## src/rast_pkg.sv

```systemverilog
package rast_pkg;

    // Fixed point defaults
    localparam int SIGFIG_DEF = 24; // Bits in every coordinate and colour word
    localparam int RADIX_DEF = 10;  // Fraction bits of a coordinate

    // Geometry
    localparam int VERTS = 3;       // Vertices per triangle
    localparam int COLORS = 3;      // Colour channels

    // Subsample code, one hot
    //   bit 3 one pixel, bit 2 half, bit 1 quarter, bit 0 eighth
    localparam int SS_W = 4;

    localparam int QUEUE_DEPTH_DEF = 4; // Boxed triangles held ahead of the walker

    // Sample step in coordinate units for a subsample code
    function automatic int ss_step(input logic [SS_W-1:0] code, input int radix);
        int shift;
        shift = radix; // Non one-hot code falls back to a full pixel
        case (code)
            4'b1000: shift = radix;
            4'b0100: shift = radix - 1;
            4'b0010: shift = radix - 2;
            4'b0001: shift = radix - 3;
            default: shift = radix;
        endcase
        return 1 << shift;
    endfunction

endpackage
```

## src/sample_walker.sv

```systemverilog
`timescale 1ns/1ps

module sample_walker #(
    parameter int SIGFIG = rast_pkg::SIGFIG_DEF,
    parameter int RADIX = rast_pkg::RADIX_DEF
) (
    input  logic                       clk,
    input  logic                       reset,
    input  logic                       q_valid,
    input  logic signed [SIGFIG-1:0]   q_tri_x [rast_pkg::VERTS-1:0],
    input  logic signed [SIGFIG-1:0]   q_tri_y [rast_pkg::VERTS-1:0],
    input  logic [SIGFIG-1:0]          q_color [rast_pkg::COLORS-1:0],
    input  logic signed [SIGFIG-1:0]   q_min_x,
    input  logic signed [SIGFIG-1:0]   q_min_y,
    input  logic signed [SIGFIG-1:0]   q_max_x,
    input  logic signed [SIGFIG-1:0]   q_max_y,
    input  logic [rast_pkg::SS_W-1:0]  sub_sample,
    output logic                       q_pop,
    output logic                       samp_valid,
    output logic signed [SIGFIG-1:0]   samp_x,
    output logic signed [SIGFIG-1:0]   samp_y,
    output logic signed [SIGFIG-1:0]   samp_tri_x [rast_pkg::VERTS-1:0],
    output logic signed [SIGFIG-1:0]   samp_tri_y [rast_pkg::VERTS-1:0],
    output logic [SIGFIG-1:0]          samp_color [rast_pkg::COLORS-1:0]
);
    logic walking; // Low is idle
    logic signed [SIGFIG-1:0] step;
    logic signed [SIGFIG-1:0] min_x; // Box of the triangle being walked
    logic signed [SIGFIG-1:0] max_x;
    logic signed [SIGFIG-1:0] max_y;
    logic signed [SIGFIG:0] next_x; // One extra bit so the step cannot wrap
    logic signed [SIGFIG:0] next_y;
    logic last_x;
    logic last_y;

    assign step = SIGFIG'(rast_pkg::ss_step(sub_sample, RADIX));
    assign next_x = samp_x + step;
    assign next_y = samp_y + step;
    assign last_x = (next_x > max_x); // Next step leaves the row
    assign last_y = (next_y > max_y);

    // Take the head only between boxes
    assign q_pop = !walking && q_valid;
    assign samp_valid = walking;

    always_ff @(posedge clk) begin
        if (reset) begin
            walking <= 1'b0;
        end else if (q_pop) begin
            walking <= 1'b1;
        end else if (walking && last_x && last_y) begin
            walking <= 1'b0; // Box maximum reached
        end
    end

    always_ff @(posedge clk) begin
        if (q_pop) begin
            samp_tri_x <= q_tri_x;
            samp_tri_y <= q_tri_y;
            samp_color <= q_color;
            min_x <= q_min_x;
            max_x <= q_max_x;
            max_y <= q_max_y;
            samp_x <= q_min_x; // First point is the box corner
            samp_y <= q_min_y;
        end else if (walking) begin
            if (last_x) begin
                samp_x <= min_x; // Wrap to the next row
                samp_y <= next_y[SIGFIG-1:0];
            end else begin
                samp_x <= next_x[SIGFIG-1:0];
            end
        end
    end

endmodule

```

## config.mk

```make
export PLATFORM = sky130hd
export DESIGN_NAME = sample_walker
export DESIGN_NICKNAME = d
export VERILOG_FILES = /design/src/rast_pkg.sv /design/src/sample_walker.sv
export SDC_FILE = /design/constraint.sdc
export NUM_CORES = 1
export LEC_CHECK = 0
export ABC_AREA = 1
export BUFFER_PORTS_ARGS = -buffer_cell sky130_fd_sc_hd__buf_4
export CORE_ASPECT_RATIO = 0.6
export CORE_MARGIN = 2
export CORE_UTILIZATION = 25
export CTS_CLUSTER_DIAMETER = 100
export CTS_CLUSTER_SIZE = 24
export DETAILED_ROUTE_END_ITERATION = 12
export GPL_TIMING_DRIVEN = 0
export PLACE_DENSITY = 0.44
export RECOVER_POWER = 25
export SLEW_MARGIN = 20
export SYNTH_ARGS = -nofsm -noshare
export SYNTH_HDL_FRONTEND = slang
export SYNTH_SLANG_ARGS = --single-unit
```

## constraint.sdc

```tcl
create_clock -name clk -period 15.6 [get_ports clk]
set_clock_uncertainty 0.05 [all_clocks]
set_input_delay 3.12 -clock clk [delete_from_list [all_inputs] [get_ports clk]]
set_output_delay 3.12 -clock clk [all_outputs]
set_load 0.01 [all_outputs]
```

==> results by group <==
Outcome
  • Status: finished clean

Clocking
  • PostCTS Resize Cnt: 0
  • Clock sinks: 337
  • Clock buffer depth: 3
  • CTS clk-pin slew, worst paths: 0.11 ns
  • TritonCTS buffer count: 18
  • Root Buffer Master: clkbuf_16
  • CTS Hold Bufs: 0
  • Clk_lat worst skew: 0.58 ns
  • Setup Buffers After CTS: 0
  • H-Tree Level Count: 1
  • CTS tree: done

Place
  • Pre-CTS setup slack: roughly 7.1 ns
  • RD Place Congestion: 0.898
  • Placed instance area: 20800 µm²
  • IO Port Bufs: 584
  • Final HPWL from detailed placement: 43600 µm

Synth
  • Yosys cell types: 36
  • Mean Syn Cell Area: 11.3 µm²
  • Synth top area cells: edfxtp_1 (67%), nand2_1 (9.4%), ha_1 (6.8%)
  • Synthesized instance count: 1339
  • Sequential share of the synthesized area: 0.667
  • Yosys top cell by area: edfxtp_1
  • Seq cells post-synth: 337
  • Synthesized area: 15200 µm²
  • Yosys warns: 0
  • Yosys top cell area share: 0.665

Global route
  • GRT Total Usage: 0.165
  • Grt met2 use: 0.246
  • First-pass GRT wire length: between 70000 and 80000 µm
  • GRT Max-Usage Layer: met2
  • Largest net degree at the start of global routing: 57
  • GR Layer Usage met1: 0.236
  • GRT overflow: 0
  • Initial antenna violation count: 8
  • Vias in the first global route: 11700
  • Met3 usage: 0.0543

STA
  • Max_slew headroom: 0.440
  • Worst Tran Pin Value: 0.834 ns
  • Max-slew violation count: 0
  • RSZ-0062 raised after global routing: no
  • Final setup viols: 0
  • Crit share post-route: 0.535
  • Fin Setup TNS: 0 ns
  • Period minus WS final: 8.34 ns
  • Final Hold Viols: 0
  • FMAX: 0.120 GHz
  • Hold_ws: 0.598 ns
  • Worst setup slack after layout: slightly above 7 ns

Critical path
  • R2R Setup Slk: approximately 11 ns
  • Required @ worst endpoint: 12.43 ns
  • Reg2reg end: samp_y[3]
  • Worst setup path endpoint: q_pop
  • CP max FO: 53
  • Setup crit start: q_valid
  • R2R depth: 17
  • Crit path capture type: output pin
  • Reg-to-Reg Start: samp_x[8]
  • Kind of critical path: input pin to output pin
  • CP Launch Type: input pin
  • CP Data Arrival Time: roughly 5.2 ns

Detailed routing
  • Routed Wire Length: approximately 53000 µm
  • Initial drt markers: 620
  • Final ANT Viol Nets: 0
  • Remaining DRCs: 0
  • Detailed Routing Iterations Pass 1: 5
  • Post-DR wirelength/cell: 19.2 µm
  • Vias per cell: around 4.2
  • Routed vias: 11700

Worst hold path
  • Hold Path Depth: 4
  • HP Class: flop to flop

Power and ir drop
  • Maximum vdd drop: roughly 64 µV
  • Cell area power density: approximately 150 nW/µm²
  • Switching share of power: 0.404
  • Leak Pwr: 9.80 nW
  • Psw: around 0.0013 W
  • Part of the power in the clock network: 0.169
  • Final Total Pwr: around 0.0033 W
  • Internal Power: 0.00195 W
  • Comb power frac: 0.439
  • Part of the power in registers: 0.391

Floorplanning
  • FP Rows: ~70
  • Die outline height: 195 µm
  • I/O pins: 585
  • Die W: 322 µm
  • Die footprint: 62700 µm²
  • Initial core utilization: 0.255
  • Core area: just under 60000 µm²

Cells and area
  • Nets: 2377
  • Design area: 21300 µm²
  • P&R area growth vs syn: 40.7%
  • Share of layout cells above drive strength 1: 0.316
  • Fillers: 6006

Flow run
  • Max cap viols: 0
## critical path, stage by stage
cell and delay [ns]:
buf_4 0.09, inv_1 0.03, nor2_1 0.59, clkbuf_4 0.54, buf_16 0.28, buf_16 0.28
buf_4 0.18
## power by group through the flow
| stage | combinational (W) | clock [W] | sequential, W |
|---|---|---|---|
| final | 0.00144 | 0.000555 | 0.00128 |
| after CTS | 0.00142 | 0.000586 | 0.00128 |
| after floorplan | 0.000784 | 0 | 0.00135 |
| after global placement | 0.00140 | 0 | 0.00135 |
| after detailed placement | 0.00141 | 0 | 0.00130 |
| after global routing | 0.00162 | 0.000613 | 0.00130 |
## per-layer routing
metal  part of all wire  vias up
met3              0.081       35
met4              0.012       10
met2               0.43      316
met5             0.0013        -
met1               0.47     5599
li1                   -     5713
## state kept, by name, summed over array words and instances, names as in the netlist
name and count:
samp_tri_x 72, samp_color 72, samp_tri_y 72, max_y 24, max_x 24, min_x 24
samp_y 24, samp_valid 1, samp_x 24
## cell usage after synthesis, drive strengths merged
cell type    n
o31ai        1
clkbuf       7
dfxtp        1
fa           2
o22ai        2
xnor2        7
nand3       90
o21ai       17
conb         1
a31oi        1
nor3        19
inv        208
o21bai       3
ha          82
or2          3
and2         5
nor2        66
buf          8
xor2        23
edfxtp     336
a21oi       45
nand4       16
a21o         4
nand3b       5
nand2      382
nor4         1
o21a         4
## worst min-delay path by stage
| stage | from | end | slack, ns |
|---|---|---|---|
| CTS | min_x[1] | samp_x[1] | 0.60 |
| finish | min_x[1] | samp_x[1] | 0.60 |
| global route | min_x[1] | samp_x[1] | 0.64 |
| global placement | min_x[5] | samp_x[5] | 0.57 |
| detailed placement | min_x[8] | samp_x[8] | 0.58 |
| floorplan | samp_valid | samp_valid | 0.52 |
## logic make-up (layout without fill, tap and decap cells)
logic type | after synthesis | in the layout | synth area share
AO/OA/AOI/OAI | 77 | 77 | 0.0276
adder cells (fa/ha/maj) | 84 | 84 | 0.0703
XOR/XNOR | 30 | 30 | 0.0173
flip-flops | 337 | 337 | 0.667
AND/OR/NAND/NOR | 587 | 587 | 0.161
other | 1 | 29 | 0.000247
buffers and inverters | 223 | 843 | 0.0568
## metrics by stage
step           instances  utilization
2_1_floorplan       1364            -
3_3_place_gp        2729        0.346
3_5_place_dp        2735        0.349
4_1_cts             2765        0.358
5_1_grt             2766        0.358
6_report            2768        0.358
## placed cells by master, fill, tap and decap left out, types with 4 or more instances in the layout
master / n
o21a_1: 4
nor3_1: 18
a21o_1: 4
nor2_1: 65
nand2_1: 379
nand4_1: 15
edfxtp_1: 336
xor2_1: 23
buf_4: 352
nand3b_1: 5
o21ai_0: 17
and2_1: 5
clkbuf_16: 18
clkbuf_1: 16
inv_1: 207
buf_16: 5
xnor2_1: 7
a21oi_1: 45
nand3_1: 90
conb_1: 26
ha_1: 82
clkbuf_4: 232
## area by class of cell
| class | instances | area [µm²] | share of cell area |
|---|---|---|---|
| Clock inverter | 5 | 86.3 | 0.00404 |
| Timing Repair Buffer | 590 | 4530 | 0.212 |
| Inverter | 208 | 781 | 0.0366 |
| Sequential cell | 337 | 10100 | 0.474 |
| Buffer | 15 | 85.1 | 0.00399 |
| Multi-Input combinational cell | 804 | 4290 | 0.201 |
| Antenna cell | 3 | 7.51 | 0.000352 |
| Tap cell | 781 | 977 | 0.0458 |
| Clock buffer | 25 | 477 | 0.0223 |
No activity file was read; power rests on OpenSTA's default activity.
