===== src/rast_pkg.sv =====
package rast_pkg;

    // Fixed point defaults
    localparam int SIGFIG_DEF = 24; // Bits in every coordinate and colour word
    localparam int RADIX_DEF = 10;  // Fraction bits of a coordinate

    // Geometry
    localparam int VERTS = 3;       // Vertices per triangle
    localparam int COLORS = 3;      // Colour channels

    // Subsample code, one hot
    //   bit 3 one pixel, bit 2 half, bit 1 quarter, bit 0 eighth
    localparam int SS_W = 4;

    localparam int QUEUE_DEPTH_DEF = 4; // Boxed triangles held ahead of the walker

    // Sample step in coordinate units for a subsample code
    function automatic int ss_step(input logic [SS_W-1:0] code, input int radix);
        int shift;
        shift = radix; // Non one-hot code falls back to a full pixel
        case (code)
            4'b1000: shift = radix;
            4'b0100: shift = radix - 1;
            4'b0010: shift = radix - 2;
            4'b0001: shift = radix - 3;
            default: shift = radix;
        endcase
        return 1 << shift;
    endfunction

endpackage

===== src/tri_bbox.sv =====
`timescale 1ns/1ps

module tri_bbox #(
    parameter int SIGFIG = rast_pkg::SIGFIG_DEF,
    parameter int RADIX = rast_pkg::RADIX_DEF
) (
    input  logic                       clk,
    input  logic                       reset,
    input  logic signed [SIGFIG-1:0]   tri_x [rast_pkg::VERTS-1:0],
    input  logic signed [SIGFIG-1:0]   tri_y [rast_pkg::VERTS-1:0],
    input  logic [SIGFIG-1:0]          tri_color [rast_pkg::COLORS-1:0],
    input  logic                       tri_valid,
    input  logic signed [SIGFIG-1:0]   screen_w,
    input  logic signed [SIGFIG-1:0]   screen_h,
    input  logic [rast_pkg::SS_W-1:0]  sub_sample,
    output logic                       box_valid,
    output logic signed [SIGFIG-1:0]   box_tri_x [rast_pkg::VERTS-1:0],
    output logic signed [SIGFIG-1:0]   box_tri_y [rast_pkg::VERTS-1:0],
    output logic [SIGFIG-1:0]          box_color [rast_pkg::COLORS-1:0],
    output logic signed [SIGFIG-1:0]   box_min_x,
    output logic signed [SIGFIG-1:0]   box_min_y,
    output logic signed [SIGFIG-1:0]   box_max_x,
    output logic signed [SIGFIG-1:0]   box_max_y
);
    logic signed [SIGFIG-1:0] step;
    logic signed [SIGFIG-1:0] grid_mask; // Clears bits below the step
    logic signed [SIGFIG-1:0] lo_x;
    logic signed [SIGFIG-1:0] lo_y;
    logic signed [SIGFIG-1:0] hi_x;
    logic signed [SIGFIG-1:0] hi_y;
    logic signed [SIGFIG-1:0] clip_min_x;
    logic signed [SIGFIG-1:0] clip_min_y;
    logic signed [SIGFIG-1:0] clip_max_x;
    logic signed [SIGFIG-1:0] clip_max_y;
    logic box_empty;

    assign step = SIGFIG'(rast_pkg::ss_step(sub_sample, RADIX));
    assign grid_mask = ~(step - 1'b1);

    // Vertex extremes per axis
    always_comb begin
        lo_x = tri_x[0];
        hi_x = tri_x[0];
        lo_y = tri_y[0];
        hi_y = tri_y[0];
        for (int i = 1; i < rast_pkg::VERTS; i++) begin
            if (tri_x[i] < lo_x) lo_x = tri_x[i];
            if (tri_x[i] > hi_x) hi_x = tri_x[i];
            if (tri_y[i] < lo_y) lo_y = tri_y[i];
            if (tri_y[i] > hi_y) hi_y = tri_y[i];
        end
    end

    // Snap down to the grid, then clip to the screen
    always_comb begin
        clip_min_x = lo_x & grid_mask; // Two's complement AND rounds toward -inf
        clip_min_y = lo_y & grid_mask;
        clip_max_x = hi_x & grid_mask;
        clip_max_y = hi_y & grid_mask;
        if (clip_min_x[SIGFIG-1]) clip_min_x = '0;
        if (clip_min_y[SIGFIG-1]) clip_min_y = '0;
        if (clip_max_x > screen_w) clip_max_x = screen_w;
        if (clip_max_y > screen_h) clip_max_y = screen_h;
    end

    // Wholly off screen ends up inverted after clipping
    assign box_empty = (clip_min_x > clip_max_x) || (clip_min_y > clip_max_y);

    always_ff @(posedge clk) begin
        if (reset) begin
            box_valid <= 1'b0;
        end else begin
            box_valid <= tri_valid && !box_empty; // Culled triangles stop here
        end
    end

    always_ff @(posedge clk) begin
        if (tri_valid) begin
            box_tri_x <= tri_x;
            box_tri_y <= tri_y;
            box_color <= tri_color;
            box_min_x <= clip_min_x;
            box_min_y <= clip_min_y;
            box_max_x <= clip_max_x;
            box_max_y <= clip_max_y;
        end
    end

endmodule


===== config.mk =====
export PLATFORM = sky130hd
export DESIGN_NAME = tri_bbox
export DESIGN_NICKNAME = d
export VERILOG_FILES = /design/src/rast_pkg.sv /design/src/tri_bbox.sv
export SDC_FILE = /design/constraint.sdc
export NUM_CORES = 1
export LEC_CHECK = 0
export ABC_CLOCK_PERIOD_IN_PS = 16600
export BUFFER_PORTS_ARGS = -buffer_cell sky130_fd_sc_hd__buf_2
export CORE_AREA = 3 3 228 230
export CTS_CLUSTER_DIAMETER = 100
export DETAILED_ROUTE_END_ITERATION = 7
export DIE_AREA = 0 0 231 233
export SYNTH_ARGS = -nofsm -noshare
export SYNTH_HDL_FRONTEND = slang
export SYNTH_SLANG_ARGS = --single-unit

===== constraint.sdc =====
create_clock -name clk -period 16.6 [get_ports clk]
set_input_delay 4.98 -clock clk [delete_from_list [all_inputs] [get_ports clk]]
set_output_delay 4.98 -clock clk [all_outputs]
set_load 0.01 [all_outputs]

==> results of run 1 <==
## per-layer routing
metal	vias up	global-route usage	wire length, µm	share of wire
li1	7049	-	-	-
met1	7040	0.240	23000	0.36
met2	554	0.430	33300	0.52
met3	136	0.0668	4930	0.078
met4	26	0.0726	2020	0.032
met5	-	0	161	0.0025
## logic make-up (layout without fill, tap and decap cells)
logic type,count (synthesis),count (layout),synth area share
buffers and inverters,160,761,0.0346
AO/OA/AOI/OAI,297,297,0.102
flip-flops,311,311,0.501
adder cells (fa/ha/maj),237,237,0.159
other,2,24,0.000404
XOR/XNOR,1,1,0.000471
multiplexers,180,180,0.101
AND/OR/NAND/NOR,357,357,0.102
## per-stage QoR
step / utilization / hold WS [ns] / power (mW) / instances / worst slack (ns)
floorplan: - / 5.08 / 1.55 / 1565 / 3.09
global placement: 0.446 / 5.16 / 1.86 / 2778 / 1.75
detailed placement: 0.446 / 5.16 / 1.87 / 2778 / 1.32
CTS: 0.468 / 4.57 / 2.64 / 2838 / 1.87
global route: 0.468 / 4.58 / 2.77 / 2838 / 0.840
finish: 0.468 / 4.61 / 2.62 / 2840 / 1.73
## Yosys cell counts (16+ instances only)
cell      instances
nor3_1           37
nand3b_1         19
nand2b_1         16
a21oi_1         118
o21ai_0          61
nand4_1          40
mux2_2           56
clkbuf_1         36
inv_1           109
nor2b_1          29
ha_1            237
nand2_1          55
nand3_1          21
nor2_1           87
mux2i_1         124
edfxtp_1        310
a21o_1           31
## critical path, delay by kind of cell
| kind | cells | cell delay (ns) |
|---|---|---|
| mux | 3 | 1.23 |
| compound gates | 15 | 4.03 |
| buf+inv | 4 | 1.23 |
| simple gates | 12 | 2.52 |
| fa+ha+maj | 4 | 1.31 |
## layout make-up
cell class / instances / share of cell area
Sequential cell: 311 / 0.398
Multi-Input combinational cell: 1094 / 0.373
Timing Repair Buffer: 592 / 0.128
Clock buffer: 44 / 0.0406
Tap cell: 672 / 0.0359
Inverter: 109 / 0.0175
Clock inverter: 16 / 0.00635
Antenna cell: 2 / 0.000214
## flip-flops by register name, indices dropped and copies added (netlist names)
name and count:
box_max_y 24, box_max_x 24, box_tri_y 72, box_color 72, box_valid 1, box_min_y 23, box_tri_x 72, box_min_x 23
## path summary, 6_finish.rpt
path	startpoint	to	slack (ns)	cells past startpoint
max	tri_y[23]	box_valid$_SDFF_PP0_	1.73	38
min	tri_color[54]	box_color[54]$_DFFE_PP_	4.61	1
## power breakdown
| part | total (mW) | internal, mW | switching (mW) |
|---|---|---|---|
| logic | 0.867 | 0.350 | 0.518 |
| registers | 0.996 | 0.973 | 0.0237 |
| clock network | 0.756 | 0.440 | 0.316 |
==> impl_metrics.csv, run 1 <==
group,metric,value,unit
floorplanning,initial_utilization,0.372,
timing,clock.fmax,0.0672,GHz
placement,dp_hpwl,51.7,mm
setup_path,worstSetupPathType,"primary input to register",
synthesis,synthTopCellsByArea,"edfxtp_1, ha_1, mux2i_1",
placement,place_area,0.0223,mm²
routing,via_count,14800,
timing,final.min_clock_period,14.87,ns
layout,finalNetCount,2652,
setup_path,end_kind,"register",
synthesis,async_flop_share,0,
status,status,"complete, no violations",
synthesis,yosys.area.top_type_share,0.500,
power,p_leak,10.7,nW
layout,regArea,0.00933,mm²
grt,overflow,0,
setup_path,critPathMaxFanout,30,
placement,port_buffers,581,
cts,clkSlewWorstSetupHoldPaths,0.06,ns
floorplanning,io_pins,584,
cts,ctsResizeCount,0,
timing,finalSetupTns,0,ns
layout,final_cell_area,0.0234,mm²
timing,maxSlewHeadroom,0.263,
layout,final_cell_mix,"buf_2, edfxtp_1, ha_1",
worst_hold_path,hold_path.class,"primary input to register",
layout,fillCellCount,4744,
floorplanning,die_h,233,µm
synthesis,synth_ff_type,"edfxtp_1",
synthesis,syn_inst,1545,
cts,clockBufferDepth,3,
cts,numCtsBuffers,36,
routing,viasPerCell,5.21,
timing,rsz0062_at_grt,"false",
cts,htree_levels,2,
synthesis,avgSynthCellArea,12.0,µm²
timing,finalHoldViolations,0,
setup_path,cp_slowest_cell,"a21oi_4",
routing,finalWirelength,63.4,mm
cts,holdBufCountCts,0,
routing,dr.pass1.iters,5,
cts,cts-root-buf,"clkbuf_16",
power,ir_drop,0.0874,mV
floorplanning,dieArea,0.0538,mm²
synthesis,synth_edf_count,310,
grt,first_global_vias,15000,
grt,grt_pass1_wl,91.1,mm
synthesis,netlist_area,0.0186,mm²
run,max_cap_violations,0,
timing,finalSetupViolCount,0,
timing,slew_viol_final,0,
layout,multi_input_area,0.00875,mm²
cts,cts_tree,"yes",
floorplanning,core_area,0.0501,mm²
setup_path,max_stage_delay,0.91,ns
layout,final_layout_size_suffix_gt1_frac,0.333,
synthesis,yosys.area.top_type,"edfxtp_1",
synthesis,yosysUniqueCellTypes,64,
setup_path,critPathLaunchType,"primary input",
synthesis,ys_ff_latch,311,
cts,clock-sinks,311,
setup_path,cp_common_cell,"a21oi_1",
synthesis,yosys_warnings,0,
placement,gp_congestion,0.892,
floorplanning,rows,82,
timing,tightest_slew,1.10,ns
power,cellPowerDensity,112,mW/mm²
grt,antenna_found_initial,15,
timing,min_period_over_period,0.896,
routing,drc,0,
cts,cts_setup_buffers,0,
floorplanning,die_w,231,µm
routing,ant_nets,0,
setup_path,cp.required,17.07,ns
layout,area_growth,25.9,%
routing,drt_iter0_drc,859,
grt,grt_start_max_net_pins,98,
grt,grtUsageTotal,0.227,
routing,routedWlPerCell,22.3,µm
synthesis,yosysSeqAreaShare,0.501,
setup_path,cp.arrival,15.34,ns
layout,final_common_cell,"buf_2",
Note: power is estimated with default switching activity, not from simulation.
==> inputs of run 2 (changes only) <==
- PLACE_DENSITY: not set -> 0.58
==> run 2 against run 1 <==
Count of clock-buffer cells in the layout down 1. Highest routed layer unchanged. Worst hold slack lost 0.0071 ns. Combinational power barely moved. Critical endpoint unchanged. Largest power group unchanged. Cell count up 0.28%. Critical path type unchanged.
==> impl_metrics.csv, run 2 (synthesized netlist as in run 1, its figures left out) <==
group,metric,value,unit
status,status,"complete, no violations",
grt,grt_start_max_net_pins,96,
setup_path,cp.arrival,15.18,ns
layout,reg.largest.list,"box_color x72, box_tri_x x72, box_tri_y x72",
power,p_sw_frac,0.330,
power,p_sw,0.872,mW
floorplanning,initial_utilization,0.372,
layout,area_growth,26.2,%
worst_hold_path,min_path_cells,1,
layout,final_layout_size_suffix_gt1_frac,0.337,
cts,clockBufferDepth,3,
timing,final.min_clock_period,14.74,ns
timing,setup_slack,1.86,ns
grt,overflow,0,
placement,dp_slack,1.32,ns
placement,gp_congestion,0.884,
routing,drc,0,
layout,fillCellCount,4691,
timing,rsz0062_at_grt,"false",
power,p_leak,10.7,nW
cts,clkSlewWorstSetupHoldPaths,0.06,ns
placement,dp_hpwl,51.6,mm
cts,clock-sinks,311,
setup_path,end_kind,"register",
timing,slew_viol_final,0,
routing,viasPerCell,5.17,
power,p_clk_frac,0.294,
power,cellPowerDensity,112,mW/mm²
layout,finalNetCount,2653,
setup_path,cp.required,17.04,ns
power,p_comb_frac,0.328,
layout,final_cell_mix,"buf_2, edfxtp_1, ha_1",
routing,dr.pass1.iters,5,
cts,ctsResizeCount,0,
power,internal_power,1.77,mW
timing,clock.fmax,0.0678,GHz
floorplanning,core_area,0.0501,mm²
cts,cts_setup_buffers,0,
grt,grt_pass1_wl,92.4,mm
setup_path,cp_common_cell,"nand4_1",
timing,maxSlewHeadroom,0.289,
floorplanning,dieArea,0.0538,mm²
routing,routedWlPerCell,22.4,µm
routing,ant_nets,0,
setup_path,critPathMaxFanout,31,
power,seqPwrFrac,0.378,
timing,finalHoldViolations,0,
timing,min_period_over_period,0.888,
run,max_cap_violations,0,
floorplanning,die_h,233,µm
setup_path,worstSetupPathType,"primary input to register",
setup_path,critPathLaunchType,"primary input",
placement,port_buffers,581,
setup_path,max_stage_delay,0.84,ns
floorplanning,rows,82,
grt,grtUsageTotal,0.229,
layout,final_common_cell,"buf_2",
cts,cts_tree,"yes",
floorplanning,io_pins,584,
floorplanning,die_w,231,µm
cts,htree_levels,2,
layout,finalCoreUtilization,0.469,
cts,numCtsBuffers,37,
routing,via_count,14700,
worst_hold_path,hold_path.class,"primary input to register",
power,p_total,2.64,mW
grt,antenna_found_initial,15,
grt,first_global_vias,14900,
cts,holdBufCountCts,0,
routing,drt_iter0_drc,848,
routing,finalWirelength,63.7,mm
power,ir_drop,0.0800,mV
timing,tightest_slew,1.07,ns
setup_path,cp_slowest_cell,"a21oi_4",
timing,finalSetupViolCount,0,
cts,cts-root-buf,"clkbuf_16",
timing,fin_hold_ws,4.61,ns
timing,finalSetupTns,0,ns
==> run 2: cell types whose count changed in the layout (fill, tap and decap cells not counted) <==
| cell | change |
|---|---|
| clkinv_2 | +7 |
| clkbuf_1 | -3 |
| clkinvlp_4 | +3 |
| clkbuf_16 | +2 |
| diode_2 | +2 |
| bufinv_16 | -1 |
| clkinv_1 | -1 |
| clkinv_4 | -1 |
| inv_6 | +1 |
| inv_8 | -1 |
==> run 2: power by group through the flow <==
stage	clock [mW]	sequential [mW]	combinational, mW
finish	0.776	0.997	0.867
global route	0.830	1.00	0.963
CTS	0.800	0.999	0.863
detailed placement	0	1.01	0.857
global placement	0	1.01	0.848
floorplan	0	1.06	0.492
==> run 2: per-stage QoR <==
step / area, µm² / std cells
after floorplan: 18700 / 1565
after global placement: 22300 / 2778
after detailed placement: 22300 / 2778
after CTS: 23500 / 2844
after global routing: 23500 / 2845
final: 23500 / 2848
==> run 2: worst max-delay path, delay by kind of cell <==
kind | cells | cell delay (ns)
adder cells (fa/ha/maj) | 4 | 1.42
multiplexers | 3 | 1.46
buffers and inverters | 3 | 0.82
AO/OA/AOI/OAI | 11 | 3.22
AND/OR/NAND/NOR | 14 | 3.22
==> run 2: per-layer routing <==
layer  routed length [µm]  global-route usage  part of all wire  up-vias
li1                     -                   -                 -     7064
met1                23600               0.251              0.37     7022
met2                33800               0.433              0.53      506
met3                 4620              0.0619             0.072      112
met4                 1570              0.0608             0.025       22
met5                  143                   0            0.0022        -
==> run 2: worst paths after layout <==
| check | start | end | slack, ns |
|---|---|---|---|
| max | tri_y[23] | box_valid$_SDFF_PP0_ | 1.86 |
| min | tri_color[48] | box_color[48]$_DFFE_PP_ | 4.61 |
==> run 2: layout make-up <==
| cell class | count | area (µm²) | share of cell area |
|---|---|---|---|
| timing repair buffer | 592 | 3000 | 0.128 |
| antenna | 4 | 10.0 | 0.000426 |
| sequential | 311 | 9330 | 0.397 |
| multi-input combinational | 1094 | 8750 | 0.372 |
| inverter | 109 | 409 | 0.0174 |
| clock buffer | 43 | 991 | 0.0422 |
| tap | 672 | 841 | 0.0358 |
| clock inverter | 23 | 161 | 0.00687 |
